<file path="config.mk">
export PLATFORM = sky130hd
export DESIGN_NAME = ieu
export DESIGN_NICKNAME = d
export VERILOG_FILES = /design/src/hw/ieu_pkg.sv /design/src/hw/ieu.sv /design/src/hw/ieu_cdb_buf.sv /design/src/hw/ieu_ex.sv /design/src/hw/ieu_id.sv
export VERILOG_INCLUDE_DIRS = /design/src /design/src/hw
export SDC_FILE = /design/constraint.sdc
export NUM_CORES = 1
export LEC_CHECK = 0
export BUFFER_PORTS_ARGS = -buffer_cell sky130_fd_sc_hd__buf_2
export CAP_MARGIN = 25
export CELL_PAD_IN_SITES_DETAIL_PLACEMENT = 0
export CELL_PAD_IN_SITES_GLOBAL_PLACEMENT = 1
export CORE_MARGIN = 3
export CORE_UTILIZATION = 53
export CTS_CLUSTER_DIAMETER = 200
export DETAILED_ROUTE_END_ITERATION = 7
export GPL_ROUTABILITY_DRIVEN = 0
export GPL_TIMING_DRIVEN = 0
export PLACE_DENSITY_LB_ADDON = 0.2
export SLEW_MARGIN = 20
export SYNTH_ARGS = -nofsm -noshare
export SYNTH_HDL_FRONTEND = slang
export SYNTH_HIERARCHICAL = 1
export SYNTH_SLANG_ARGS = --single-unit
</file>
<file path="constraint.sdc">
create_clock -name clk -period 10.3 [get_ports clk]
set_input_delay 1.03 -clock clk [delete_from_list [all_inputs] [get_ports clk]]
set_output_delay 1.03 -clock clk [all_outputs]
set_load 0.03 [all_outputs]
</file>
<file path="src/hw/ieu_cfg.svh">
// Widths and credit count of the integer execution unit
// Included by the types package and by every RTL module of the unit

`ifndef IEU_CFG_SVH
`define IEU_CFG_SVH

// Operand and result width
`define DATA_WIDTH 32

// Instruction address width
`define ADDR_WIDTH 32

// Reservation station / ROB tag width
`define TAG_WIDTH 6

// Issue credits held by the reservation station
// Also the depth of the result buffer
`define IEU_CREDITS 4

`endif
</file>
<file path="src/hw/ieu_pkg.sv">
// Types shared by the integer execution unit stages
// Holds the RV32I opcode and ALU function enums and the stage records

`include "ieu_cfg.svh"

package types;

    // RV32I major opcodes handled by this unit
    typedef enum logic [6:0] {
        OP     = 7'b0110011,
        OP_IMM = 7'b0010011,
        LUI    = 7'b0110111,
        AUIPC  = 7'b0010111,
        JAL    = 7'b1101111,
        JALR   = 7'b1100111,
        BRANCH = 7'b1100011
    } opcode_t;

    // Operation chosen by ID for EX
    typedef enum logic [4:0] {
        ALU_ADD,
        ALU_SUB,
        ALU_SLL,
        ALU_SLT,
        ALU_SLTU,
        ALU_XOR,
        ALU_SRL,
        ALU_SRA,
        ALU_OR,
        ALU_AND,
        ALU_BEQ,
        ALU_BNE,
        ALU_BLT,
        ALU_BGE,
        ALU_BLTU,
        ALU_BGEU,
        ALU_JAL,
        ALU_JALR
    } alu_func_t;

    // Issue request from the reservation station
    typedef struct packed {
        logic                   valid;
        opcode_t                opcode;
        logic [`ADDR_WIDTH-1:0] iaddr;
        logic [31:0]            insn;
        logic [`DATA_WIDTH-1:0] src_a;
        logic [`DATA_WIDTH-1:0] src_b;
        logic [`TAG_WIDTH-1:0]  tag;
    } fu_req_t;

    // ID -> EX record
    typedef struct packed {
        alu_func_t              alu_func;
        logic [`DATA_WIDTH-1:0] src_a;
        logic [`DATA_WIDTH-1:0] src_b;
        logic [`ADDR_WIDTH-1:0] iaddr;
        logic [`DATA_WIDTH-1:0] imm_b;
        logic [4:0]             shamt;
        logic [`TAG_WIDTH-1:0]  tag;
        logic                   jmp;
        logic                   br;
        logic                   valid;
    } ieu_id_t;

    // EX result record
    typedef struct packed {
        logic [`DATA_WIDTH-1:0] data;
        logic [`ADDR_WIDTH-1:0] addr;
        logic [`TAG_WIDTH-1:0]  tag;
        logic                   redirect;
        logic                   valid;
    } ieu_ex_t;

    // Common data bus broadcast
    typedef struct packed {
        logic [`DATA_WIDTH-1:0] data;
        logic [`ADDR_WIDTH-1:0] addr;
        logic [`TAG_WIDTH-1:0]  tag;
        logic                   redirect;
        logic                   en;
    } cdb_t;

endpackage

</file>
<file path="src/hw/ieu.sv">
// Integer execution unit top level
// ID -> EX -> result buffer pipeline with credit-based issue and flush

`include "ieu_cfg.svh"

module ieu (
    input  logic           clk,
    input  logic           n_rst,
    input  logic           i_flush,
    input  types::fu_req_t i_fu,
    output logic           o_fu_credit,
    output types::cdb_t    o_cdb,
    input  logic           i_cdb_grant
);

    import types::*;

    ieu_id_t id_d;
    ieu_id_t id_data_q;
    logic    id_valid_q;
    ieu_id_t id_q;

    ieu_ex_t ex_d;
    ieu_ex_t ex_data_q;
    logic    ex_valid_q;
    ieu_ex_t ex_q;

    // Valid bits cleared on reset or flush
    always_ff @(posedge clk, negedge n_rst) begin
        if (~n_rst) begin
            id_valid_q <= 1'b0;
            ex_valid_q <= 1'b0;
        end else if (i_flush) begin
            id_valid_q <= 1'b0;
            ex_valid_q <= 1'b0;
        end else begin
            id_valid_q <= id_d.valid;
            ex_valid_q <= id_q.valid;
        end
    end

    // Payloads
    always_ff @(posedge clk) begin
        id_data_q <= id_d;
        ex_data_q <= ex_d;
    end

    always_comb begin
        id_q       = id_data_q;
        id_q.valid = id_valid_q;
        ex_q       = ex_data_q;
        ex_q.valid = ex_valid_q;
    end

    ieu_id ieu_id_inst (
        .clk   (clk),
        .n_rst (n_rst),
        .i_req (i_fu),
        .o_id  (id_d)
    );

    ieu_ex ieu_ex_inst (
        .clk   (clk),
        .n_rst (n_rst),
        .i_id  (id_q),
        .o_ex  (ex_d)
    );

    ieu_cdb_buf ieu_cdb_buf_inst (
        .clk         (clk),
        .n_rst       (n_rst),
        .i_flush     (i_flush),
        .i_ex        (ex_q),
        .i_cdb_grant (i_cdb_grant),
        .o_cdb       (o_cdb),
        .o_fu_credit (o_fu_credit)
    );

endmodule

</file>
<file path="src/hw/ieu_cdb_buf.sv">
// Result buffer between EX and the common data bus
// Holds results in order until granted; each pop returns one issue credit

`include "ieu_cfg.svh"

module ieu_cdb_buf (
    input  logic           clk,
    input  logic           n_rst,
    input  logic           i_flush,
    input  types::ieu_ex_t i_ex,
    input  logic           i_cdb_grant,
    output types::cdb_t    o_cdb,
    output logic           o_fu_credit
);

    import types::*;

    localparam int DEPTH = `IEU_CREDITS;
    localparam int PTR_W = (DEPTH > 1) ? $clog2(DEPTH) : 1;
    localparam int CNT_W = $clog2(DEPTH + 1);

    ieu_ex_t          mem [DEPTH];
    ieu_ex_t          head;
    logic [PTR_W-1:0] wr_ptr;
    logic [PTR_W-1:0] rd_ptr;
    logic [CNT_W-1:0] count;
    logic             not_empty;
    logic             push;
    logic             pop;

    function automatic logic [PTR_W-1:0] ptr_inc(input logic [PTR_W-1:0] p);
        return (p == PTR_W'(DEPTH - 1)) ? '0 : p + 1'b1;
    endfunction

    assign head      = mem[rd_ptr];
    assign not_empty = (count != '0);

    // Flush wins over both write and grant
    assign push        = i_ex.valid & ~i_flush;
    assign pop         = not_empty & i_cdb_grant & ~i_flush;
    assign o_fu_credit = pop;

    always_comb begin
        o_cdb.data     = head.data;
        o_cdb.addr     = head.addr;
        o_cdb.tag      = head.tag;
        o_cdb.redirect = head.redirect;
        o_cdb.en       = not_empty;
    end

    always_ff @(posedge clk) begin
        if (push) begin
            mem[wr_ptr] <= i_ex;
        end
    end

    always_ff @(posedge clk, negedge n_rst) begin
        if (~n_rst) begin
            wr_ptr <= '0;
            rd_ptr <= '0;
            count  <= '0;
        end else if (i_flush) begin
            wr_ptr <= '0;
            rd_ptr <= '0;
            count  <= '0;
        end else begin
            if (push) begin
                wr_ptr <= ptr_inc(wr_ptr);
            end
            if (pop) begin
                rd_ptr <= ptr_inc(rd_ptr);
            end
            if (push && !pop) begin
                count <= count + 1'b1;
            end else if (pop && !push) begin
                count <= count - 1'b1;
            end
        end
    end

endmodule

</file>
<file path="src/hw/ieu_ex.sv">
// Execute stage of the integer execution unit
// ALU, branch comparator and target adder that form the result record

`include "ieu_cfg.svh"

module ieu_ex (
    input  logic           clk,
    input  logic           n_rst,
    input  types::ieu_id_t i_id,
    output types::ieu_ex_t o_ex
);

    import types::*;

    logic [`DATA_WIDTH-1:0] alu_res;
    logic                   eq;
    logic                   lt;
    logic                   ltu;
    logic                   cond;
    logic                   taken;
    logic                   redirect;
    logic                   is_jalr;
    logic [`ADDR_WIDTH-1:0] pc_next;
    logic [`ADDR_WIDTH-1:0] jmp_base;
    logic [`ADDR_WIDTH-1:0] target_sum;
    logic [`ADDR_WIDTH-1:0] target;

    // One comparator serves SLT/SLTU and the branches
    assign eq  = (i_id.src_a == i_id.src_b);
    assign lt  = ($signed(i_id.src_a) < $signed(i_id.src_b));
    assign ltu = (i_id.src_a < i_id.src_b);

    always_comb begin
        case (i_id.alu_func)
            ALU_ADD:  alu_res = i_id.src_a + i_id.src_b;
            ALU_SUB:  alu_res = i_id.src_a - i_id.src_b;
            ALU_SLL:  alu_res = i_id.src_a << i_id.shamt;
            ALU_SLT:  alu_res = `DATA_WIDTH'(lt);
            ALU_SLTU: alu_res = `DATA_WIDTH'(ltu);
            ALU_XOR:  alu_res = i_id.src_a ^ i_id.src_b;
            ALU_SRL:  alu_res = i_id.src_a >> i_id.shamt;
            ALU_SRA:  alu_res = $signed(i_id.src_a) >>> i_id.shamt;
            ALU_OR:   alu_res = i_id.src_a | i_id.src_b;
            ALU_AND:  alu_res = i_id.src_a & i_id.src_b;
            default:  alu_res = '0;
        endcase
    end

    always_comb begin
        case (i_id.alu_func)
            ALU_BEQ:  cond = eq;
            ALU_BNE:  cond = ~eq;
            ALU_BLT:  cond = lt;
            ALU_BGE:  cond = ~lt;
            ALU_BLTU: cond = ltu;
            ALU_BGEU: cond = ~ltu;
            default:  cond = 1'b0;
        endcase
    end

    assign taken    = i_id.br & cond;
    assign redirect = i_id.jmp | taken;

    // Target adder with a register base for JALR
    assign is_jalr    = (i_id.alu_func == ALU_JALR);
    assign jmp_base   = is_jalr ? `ADDR_WIDTH'(i_id.src_a) : i_id.iaddr;
    assign target_sum = jmp_base + `ADDR_WIDTH'(i_id.imm_b);
    assign target     = {target_sum[`ADDR_WIDTH-1:1], target_sum[0] & ~is_jalr};

    assign pc_next = i_id.iaddr + `ADDR_WIDTH'(4);

    always_comb begin
        o_ex.tag      = i_id.tag;
        o_ex.valid    = i_id.valid;
        o_ex.redirect = redirect;
        o_ex.addr     = redirect ? target : pc_next;

        // Jumps write the link address and branches write zero
        if (i_id.jmp) begin
            o_ex.data = `DATA_WIDTH'(pc_next);
        end else if (i_id.br) begin
            o_ex.data = '0;
        end else begin
            o_ex.data = alu_res;
        end
    end

endmodule

</file>
<file path="src/hw/ieu_id.sv">
// Decode stage of the integer execution unit
// Combinational decode of an issue request into the record for the ID -> EX register

`include "ieu_cfg.svh"

module ieu_id (
    input  logic           clk,
    input  logic           n_rst,
    input  types::fu_req_t i_req,
    output types::ieu_id_t o_id
);

    import types::*;

    logic [2:0]             funct3;
    logic                   funct7_b5;
    logic [`DATA_WIDTH-1:0] imm_i;
    logic [`DATA_WIDTH-1:0] imm_u;
    logic [`DATA_WIDTH-1:0] imm_br;
    logic [`DATA_WIDTH-1:0] imm_j;

    // funct3 decode shared by OP and OP_IMM
    // SUB only exists in the register form
    function automatic alu_func_t arith_func(
        input logic [2:0] f3,
        input logic       alt,
        input logic       is_reg
    );
        alu_func_t func;
        case (f3)
            3'b000:  func = (alt && is_reg) ? ALU_SUB : ALU_ADD;
            3'b001:  func = ALU_SLL;
            3'b010:  func = ALU_SLT;
            3'b011:  func = ALU_SLTU;
            3'b100:  func = ALU_XOR;
            3'b101:  func = alt ? ALU_SRA : ALU_SRL;
            3'b110:  func = ALU_OR;
            default: func = ALU_AND;
        endcase
        return func;
    endfunction

    function automatic alu_func_t branch_func(input logic [2:0] f3);
        alu_func_t func;
        case (f3)
            3'b000:  func = ALU_BEQ;
            3'b001:  func = ALU_BNE;
            3'b100:  func = ALU_BLT;
            3'b101:  func = ALU_BGE;
            3'b110:  func = ALU_BLTU;
            default: func = ALU_BGEU;
        endcase
        return func;
    endfunction

    assign funct3    = i_req.insn[14:12];
    assign funct7_b5 = i_req.insn[30];

    // Immediate formats, all sign extended
    assign imm_i  = {{(`DATA_WIDTH-12){i_req.insn[31]}}, i_req.insn[31:20]};
    assign imm_u  = {{(`DATA_WIDTH-32){i_req.insn[31]}}, i_req.insn[31:12], 12'b0};
    assign imm_br = {{(`DATA_WIDTH-13){i_req.insn[31]}}, i_req.insn[31], i_req.insn[7],
                     i_req.insn[30:25], i_req.insn[11:8], 1'b0};
    assign imm_j  = {{(`DATA_WIDTH-21){i_req.insn[31]}}, i_req.insn[31], i_req.insn[19:12],
                     i_req.insn[20], i_req.insn[30:21], 1'b0};

    always_comb begin
        o_id          = '0;
        o_id.alu_func = ALU_ADD;
        o_id.src_a    = i_req.src_a;
        o_id.src_b    = i_req.src_b;
        o_id.iaddr    = i_req.iaddr;
        o_id.shamt    = i_req.src_b[4:0];
        o_id.tag      = i_req.tag;
        o_id.valid    = i_req.valid;

        case (i_req.opcode)
            OP: begin
                o_id.alu_func = arith_func(funct3, funct7_b5, 1'b1);
            end
            OP_IMM: begin
                o_id.alu_func = arith_func(funct3, funct7_b5, 1'b0);
                o_id.src_b    = imm_i;
                o_id.shamt    = i_req.insn[24:20];
            end
            LUI: begin
                o_id.src_a = '0;
                o_id.src_b = imm_u;
            end
            AUIPC: begin
                o_id.src_a = `DATA_WIDTH'(i_req.iaddr);
                o_id.src_b = imm_u;
            end
            JAL: begin
                o_id.alu_func = ALU_JAL;
                o_id.imm_b    = imm_j;
                o_id.jmp      = 1'b1;
            end
            JALR: begin
                o_id.alu_func = ALU_JALR;
                o_id.imm_b    = imm_i;
                o_id.jmp      = 1'b1;
            end
            BRANCH: begin
                o_id.alu_func = branch_func(funct3);
                o_id.imm_b    = imm_br;
                o_id.br       = 1'b1;
            end
            default: begin
                o_id.alu_func = ALU_ADD;
            end
        endcase
    end

endmodule

</file>
Yosys cells after proc, flatten, opt, wreduce, memory -nomap -nowiden
Memory sizes are Yosys's and may differ from the RTL's.
Cells that the tools add are included.
{"block": "op_classes", "n_addsub": 8, "multipliers": 0, "div_mod_pow": 0, "order_cmp": 2, "n_eq_ne": 32, "shifts": 3, "muxes": 31, "n_bitwise": 14, "reduce_logical": 12}
{"operator": "32-bit case mux with 10 select lines", "count": 1}
{"operator": "32-bit 2-to-1 mux", "count": 4}
{"operator": "32-bit case mux with 2 select lines", "count": 2}
{"operator": "32-bit case mux with 3 select lines", "count": 1}
{"operator": "5-bit case mux with 7 select lines", "count": 2}
{"operator": "32-bit adder", "count": 2}
{"operator": "32-bit < comparator", "count": 2}
{"operator": "5-bit by 4-bit equality test with 1-bit output (second input constant)", "count": 8}
{"operator": "32-bit by 3-bit adder with 32-bit output (second input constant)", "count": 1}
{"operator": "32-bit AND", "count": 1}
{"operator": "32-bit equality test", "count": 1}
{"operator": "32-bit OR", "count": 1}
{"operator": "32-bit by 5-bit left shift with 32-bit output", "count": 1}
{"operator": "32-bit by 5-bit >> shifter with 32-bit output", "count": 1}
{"operator": "32-bit by 5-bit >>> shifter with 32-bit output", "count": 1}
{"operator": "32-bit subtractor", "count": 1}
{"operator": "32-bit bitwise XOR", "count": 1}
{"operator": "5-bit case mux with 5 select lines", "count": 1}
{"operator": "7-bit equality test (second input constant)", "count": 3}
{"operator": "5-bit by 3-bit equality test with 1-bit output (second input constant)", "count": 4}
{"operator": "3-bit case mux with 5 select lines", "count": 1}
{"operator": "7-bit by 5-bit equality test with 1-bit output (second input constant)", "count": 2}
{"operator": "7-bit by 6-bit equality test with 1-bit output (second input constant)", "count": 2}
{"operator": "2-bit 2-to-1 mux", "count": 6}
{"operator": "24 further kinds", "count": 52}
{"block": "word_totals", "regBits": 226, "latchBits": 0, "ramBits": 288, "romBits": 0, "inputBits": 146, "out_inout_bits": 73, "word_cells": 121, "n_memories": 1}
{"name": "ieu_cdb_buf_inst.mem", "words": 4, "width": 72, "rd": 1, "rd_ports_with_merged_regs": 0, "write_ports": 1, "line_no": "ieu_cdb_buf.sv:22", "rtl": "ieu_ex_t mem [DEPTH];"}

Logic depth before layout (Yosys ltp)
{"block": "logic_depth", "ltp_word": 7, "mapped_depth": 19, "depth_no_buf": 16}

Modules after synthesis
Netlist, hierarchy kept.
{"module": "ieu_ex", "n_inst": 1, "cells_per_inst": 1621, "area_per_inst_um2": 11713.7, "seq_area_each_um2": 0.0}
{"module": "ieu_cdb_buf", "n_inst": 1, "cells_per_inst": 424, "area_per_inst_um2": 10715.3, "seq_area_each_um2": 8703.3}
{"module": "ieu", "n_inst": 1, "cells_per_inst": 221, "area_per_inst_um2": 4406.7, "seq_area_each_um2": 4394.2}
{"module": "ieu_id", "n_inst": 1, "cells_per_inst": 278, "area_per_inst_um2": 1969.4, "seq_area_each_um2": 0.0}

Worst setup path after synthesis
Ideal clock, no wire load.
{"block": "synth_path", "path_kind": "flip-flop to flip-flop", "startpoint": "reg id_data_q[142] in the netlist's numbering", "endpoint": "reg ex_data_q[36] in the netlist's numbering", "setup_ns": 0.123, "arrival_time_ns": 4.345, "t_required_ns": 10.177, "setup_slack_ns": 5.832, "stages_incl_launch_ff": 20, "path_buffers": 3, "period_less_slack_ns": 4.468, "path_cell_list": "dfxtp_1 clkbuf_1 nor3b_1 nand3b_1 clkbuf_1 clkbuf_1 nand2_1 o21ai_0 ha_1 fa_1 a21o_1 a221oi_2 o21ai_1 o21a_1 a221o_1 a31oi_4 o211ai_1 and2_1 xor2_1 mux2_1"}
{"element": "from (decl)", "line_no": "ieu.sv:19", "rtl": "ieu_id_t id_data_q;"}
{"element": "from (signal assigned)", "line_no": "ieu.sv:44", "rtl": "id_data_q <= id_d;"}
{"element": "to (signal assigned)", "line_no": "ieu.sv:45", "rtl": "ex_data_q <= ex_d;"}
{"element": "to (decl)", "line_no": "ieu.sv:24", "rtl": "ieu_ex_t ex_data_q;"}

==> impl_metrics.csv <==
group,metric,value,unit
status,outcome,"complete, but fails checks",
status,failed_checks,"design-rule violations",
drt,routed-via-count,23340,
setup_path,ff_to_ff_path_depth,19,
clock_network,cts_max_path_buffers,3,
global_route,first_global_vias,22540,
drt,route.detailed.drc,155,
logic_synthesis,syn_area,28800,um^2
clock_network,cts_setup_buffers,0,
drt,wl_per_cell,28.81,um
setup_path,timing.reg2reg.setup_slack,4.06,ns
clock_network,cts_buffers,49,
die,initial_core_util,0.5415,
setup_path,crit_arrival,6.74,ns
global_route,grt_usage,0.3507,
setup_path,cp-startpoint,"id_data_q[142]",
flow_run,max_cap_violations,0,
placed_design,port_buffers,199,
sta,max_slew.worst_pin.slew,1.125,ns
placed_design,pre_cts_setup_slack,4.338,ns
final_layout,final_net_count,3084,
final_layout,regArea,13100,um^2
setup_path,crit_path_end,"ex_data_q[36]",
sta,finalCriticalPeriod,6.243,ns
die,die_boundary_width,239.1,um
setup_path,crit_path_end_kind,"flip-flop",
setup_path,setup.worst_path.start_class,"flip-flop",
clock_network,postCtsHoldBufs,0,
logic_synthesis,ys.warnings.count,6,
sta,max_clock_freq,160.2,MHz
clock_network,post_cts_resize_count,0,
sta,finalSetupViolCount,0,
die,die_h,239.1,um
global_route,grt_antenna_before_repair,6,
setup_path,crit_path_max_fanout,10,
setup_path,critical_path_class,"flip-flop to flip-flop",
drt,drt-vias-per-instance,6.609,
global_route,grt_pass1_wl,146800,um
logic_synthesis,postSynthNetCount,2828,
final_layout,drive_above_1_share,0.2194,
final_layout,postLayoutCellArea,32440,um^2
final_layout,fillers,4333,
die,core_region_area,53180,um^2
clock_network,clock_tree.root_cell,"sky130_fd_sc_hd__clkbuf_16",
drt,detail_route.wirelength,101700,um
clock_network,insertion_delay,0.61,ns
die,die_area,57170,um^2
logic_synthesis,syn-instance-count,2543,
sta,rsz0062_at_grt,"false",
clock_network,number_of_sinks_driven_by_the_clock_tree,510,
die,placement_rows,84,
hold_path,hold_class,"primary input to async pin",
clock_network,h_tree_depth,2,
global_route,globalRouteOverflowTotal,0,
global_route,grt_max_degree,46,
power_and_ir_drop,power_density,165.3,nW/um^2
sta,finalCritPeriodShare,0.6061,
clock_network,cts_tree,"done",
final_layout,multiInputGateArea,14080,um^2
logic_synthesis,avgSynthCellArea,11.32,um^2
clock_network,reg_clk_slew_reported_paths,0.06,ns
setup_path,critical_path.reg2reg.startpoint,"id_data_q[142]",
setup_path,worst_ep_required_time,10.79,ns
power_and_ir_drop,p_total,5.362,mW
sta,final_critical_path_setup_slack,4.057,ns
power_and_ir_drop,leakage_component_of_the_power,12.72,nW
die,io_pins,219,
sta,hold_viol_final,0,
sta,fin_worst_skew,0.02353,ns
sta,timing.final.max_slew_violations,0,
power_and_ir_drop,vdd_drop_max,0.1126,mV
sta,finalSetupTns,0,ns
placed_design,dp.final_hpwl,77770,um
setup_path,worst_r2r_endpoint,"ex_data_q[36]",
drt,drt_iter0_drc,3368,
placed_design,dpl_cell_area,30790,um^2
final_layout,area_delta_synth_final,12.66,%
sta,slew-limit-headroom,0.2499,
drt,route.antenna.remaining_nets,0,
drt,pre_antenna_drt_iters,8,
==> through the flow <==
step / hold slack (ns) / std cells / utilization
6_report: 0.2857 / 3531 / 0.6100
5_1_grt: 0.2758 / 3528 / 0.6099
4_1_cts: 0.2661 / 3527 / 0.6098
3_5_place_dp: 0.4037 / 3435 / 0.5789
3_3_place_gp: 0.4004 / 3430 / 0.5764
2_1_floorplan: 0.3997 / 2543 / -
==> critical path, cell delays in order (launching register included) <==
cell,delay (ns)
sky130_fd_sc_hd__dfxtp_1,0.59
sky130_fd_sc_hd__clkbuf_1,0.50
sky130_fd_sc_hd__nor3b_1,0.52
sky130_fd_sc_hd__nand3b_1,0.32
sky130_fd_sc_hd__clkbuf_1,0.34
sky130_fd_sc_hd__clkbuf_1,0.36
sky130_fd_sc_hd__nand2_1,0.14
sky130_fd_sc_hd__o21ai_0,0.11
sky130_fd_sc_hd__ha_1,0.24
sky130_fd_sc_hd__fa_1,0.40
sky130_fd_sc_hd__a21o_1,0.21
sky130_fd_sc_hd__a221oi_2,0.39
sky130_fd_sc_hd__o21ai_1,0.18
sky130_fd_sc_hd__o21a_1,0.28
sky130_fd_sc_hd__a221o_1,0.46
sky130_fd_sc_hd__a31oi_4,0.29
sky130_fd_sc_hd__o211ai_1,0.16
sky130_fd_sc_hd__and2_1,0.18
sky130_fd_sc_hd__xor2_1,0.14
sky130_fd_sc_hd__mux2_1,0.29
==> area by class of cell <==
cell class / instances / share of cell area
Multi-Input combinational cell: 1699 / 0.4341
Tap cell: 688 / 0.02653
Clock inverter: 28 / 0.01026
Inverter: 120 / 0.01388
Antenna cell: 3 / 0.0002314
Timing Repair Buffer: 205 / 0.03448
Sequential cell: 510 / 0.4037
Buffer: 214 / 0.03637
Clock buffer: 64 / 0.04038
==> worst min-delay path by stage <==
stage	startpoint	endpoint	slack, ns	depth (start not counted)
3_5_place_dp	id_data_q[8]	ex_data_q[7]	0.40	1
4_1_cts	n_rst	id_valid_q	0.27	1
5_1_grt	n_rst	id_valid_q	0.28	1
6_report	n_rst	id_valid_q	0.29	1
3_3_place_gp	id_data_q[5]	ex_data_q[4]	0.40	1
2_1_floorplan	id_data_q[3]	ex_data_q[2]	0.40	1
==> power by group <==
part	leakage (nW)	switching, mW	internal, mW
logic	7.41	0.734	0.457
clock network	0.810	0.756	1.06
registers	4.50	0.104	2.25
==> registers in the layout, indices dropped and copies added (netlist names) <==
signal	cells
id_valid_q	1
ieu_cdb_buf_inst/mem	284
ieu_cdb_buf_inst/rd_ptr	2
id_data_q	146
ieu_cdb_buf_inst/wr_ptr	2
ex_valid_q	1
ex_data_q	71
ieu_cdb_buf_inst/count	3
==> cell usage in the layout, fill, tap and decap left out, drive strengths merged, types with 121 or more instances in the layout <==
cell,instances
mux4,136
dfxtp,217
inv,121
o21ai,141
ha,135
edfxtp,284
buf,330
a21oi,150
nor2,172
nand2,156
clkbuf,153
==> metal layers <==
metal,vias up,GRT usage,routed length [um]
met5,-,0.01010,108
met4,6,0.2159,7744
met3,386,0.1267,12920
met2,1602,0.5108,42840
met1,11300,0.4468,38110
li1,10040,-,-
Note: power is estimated with default switching activity, not from simulation.
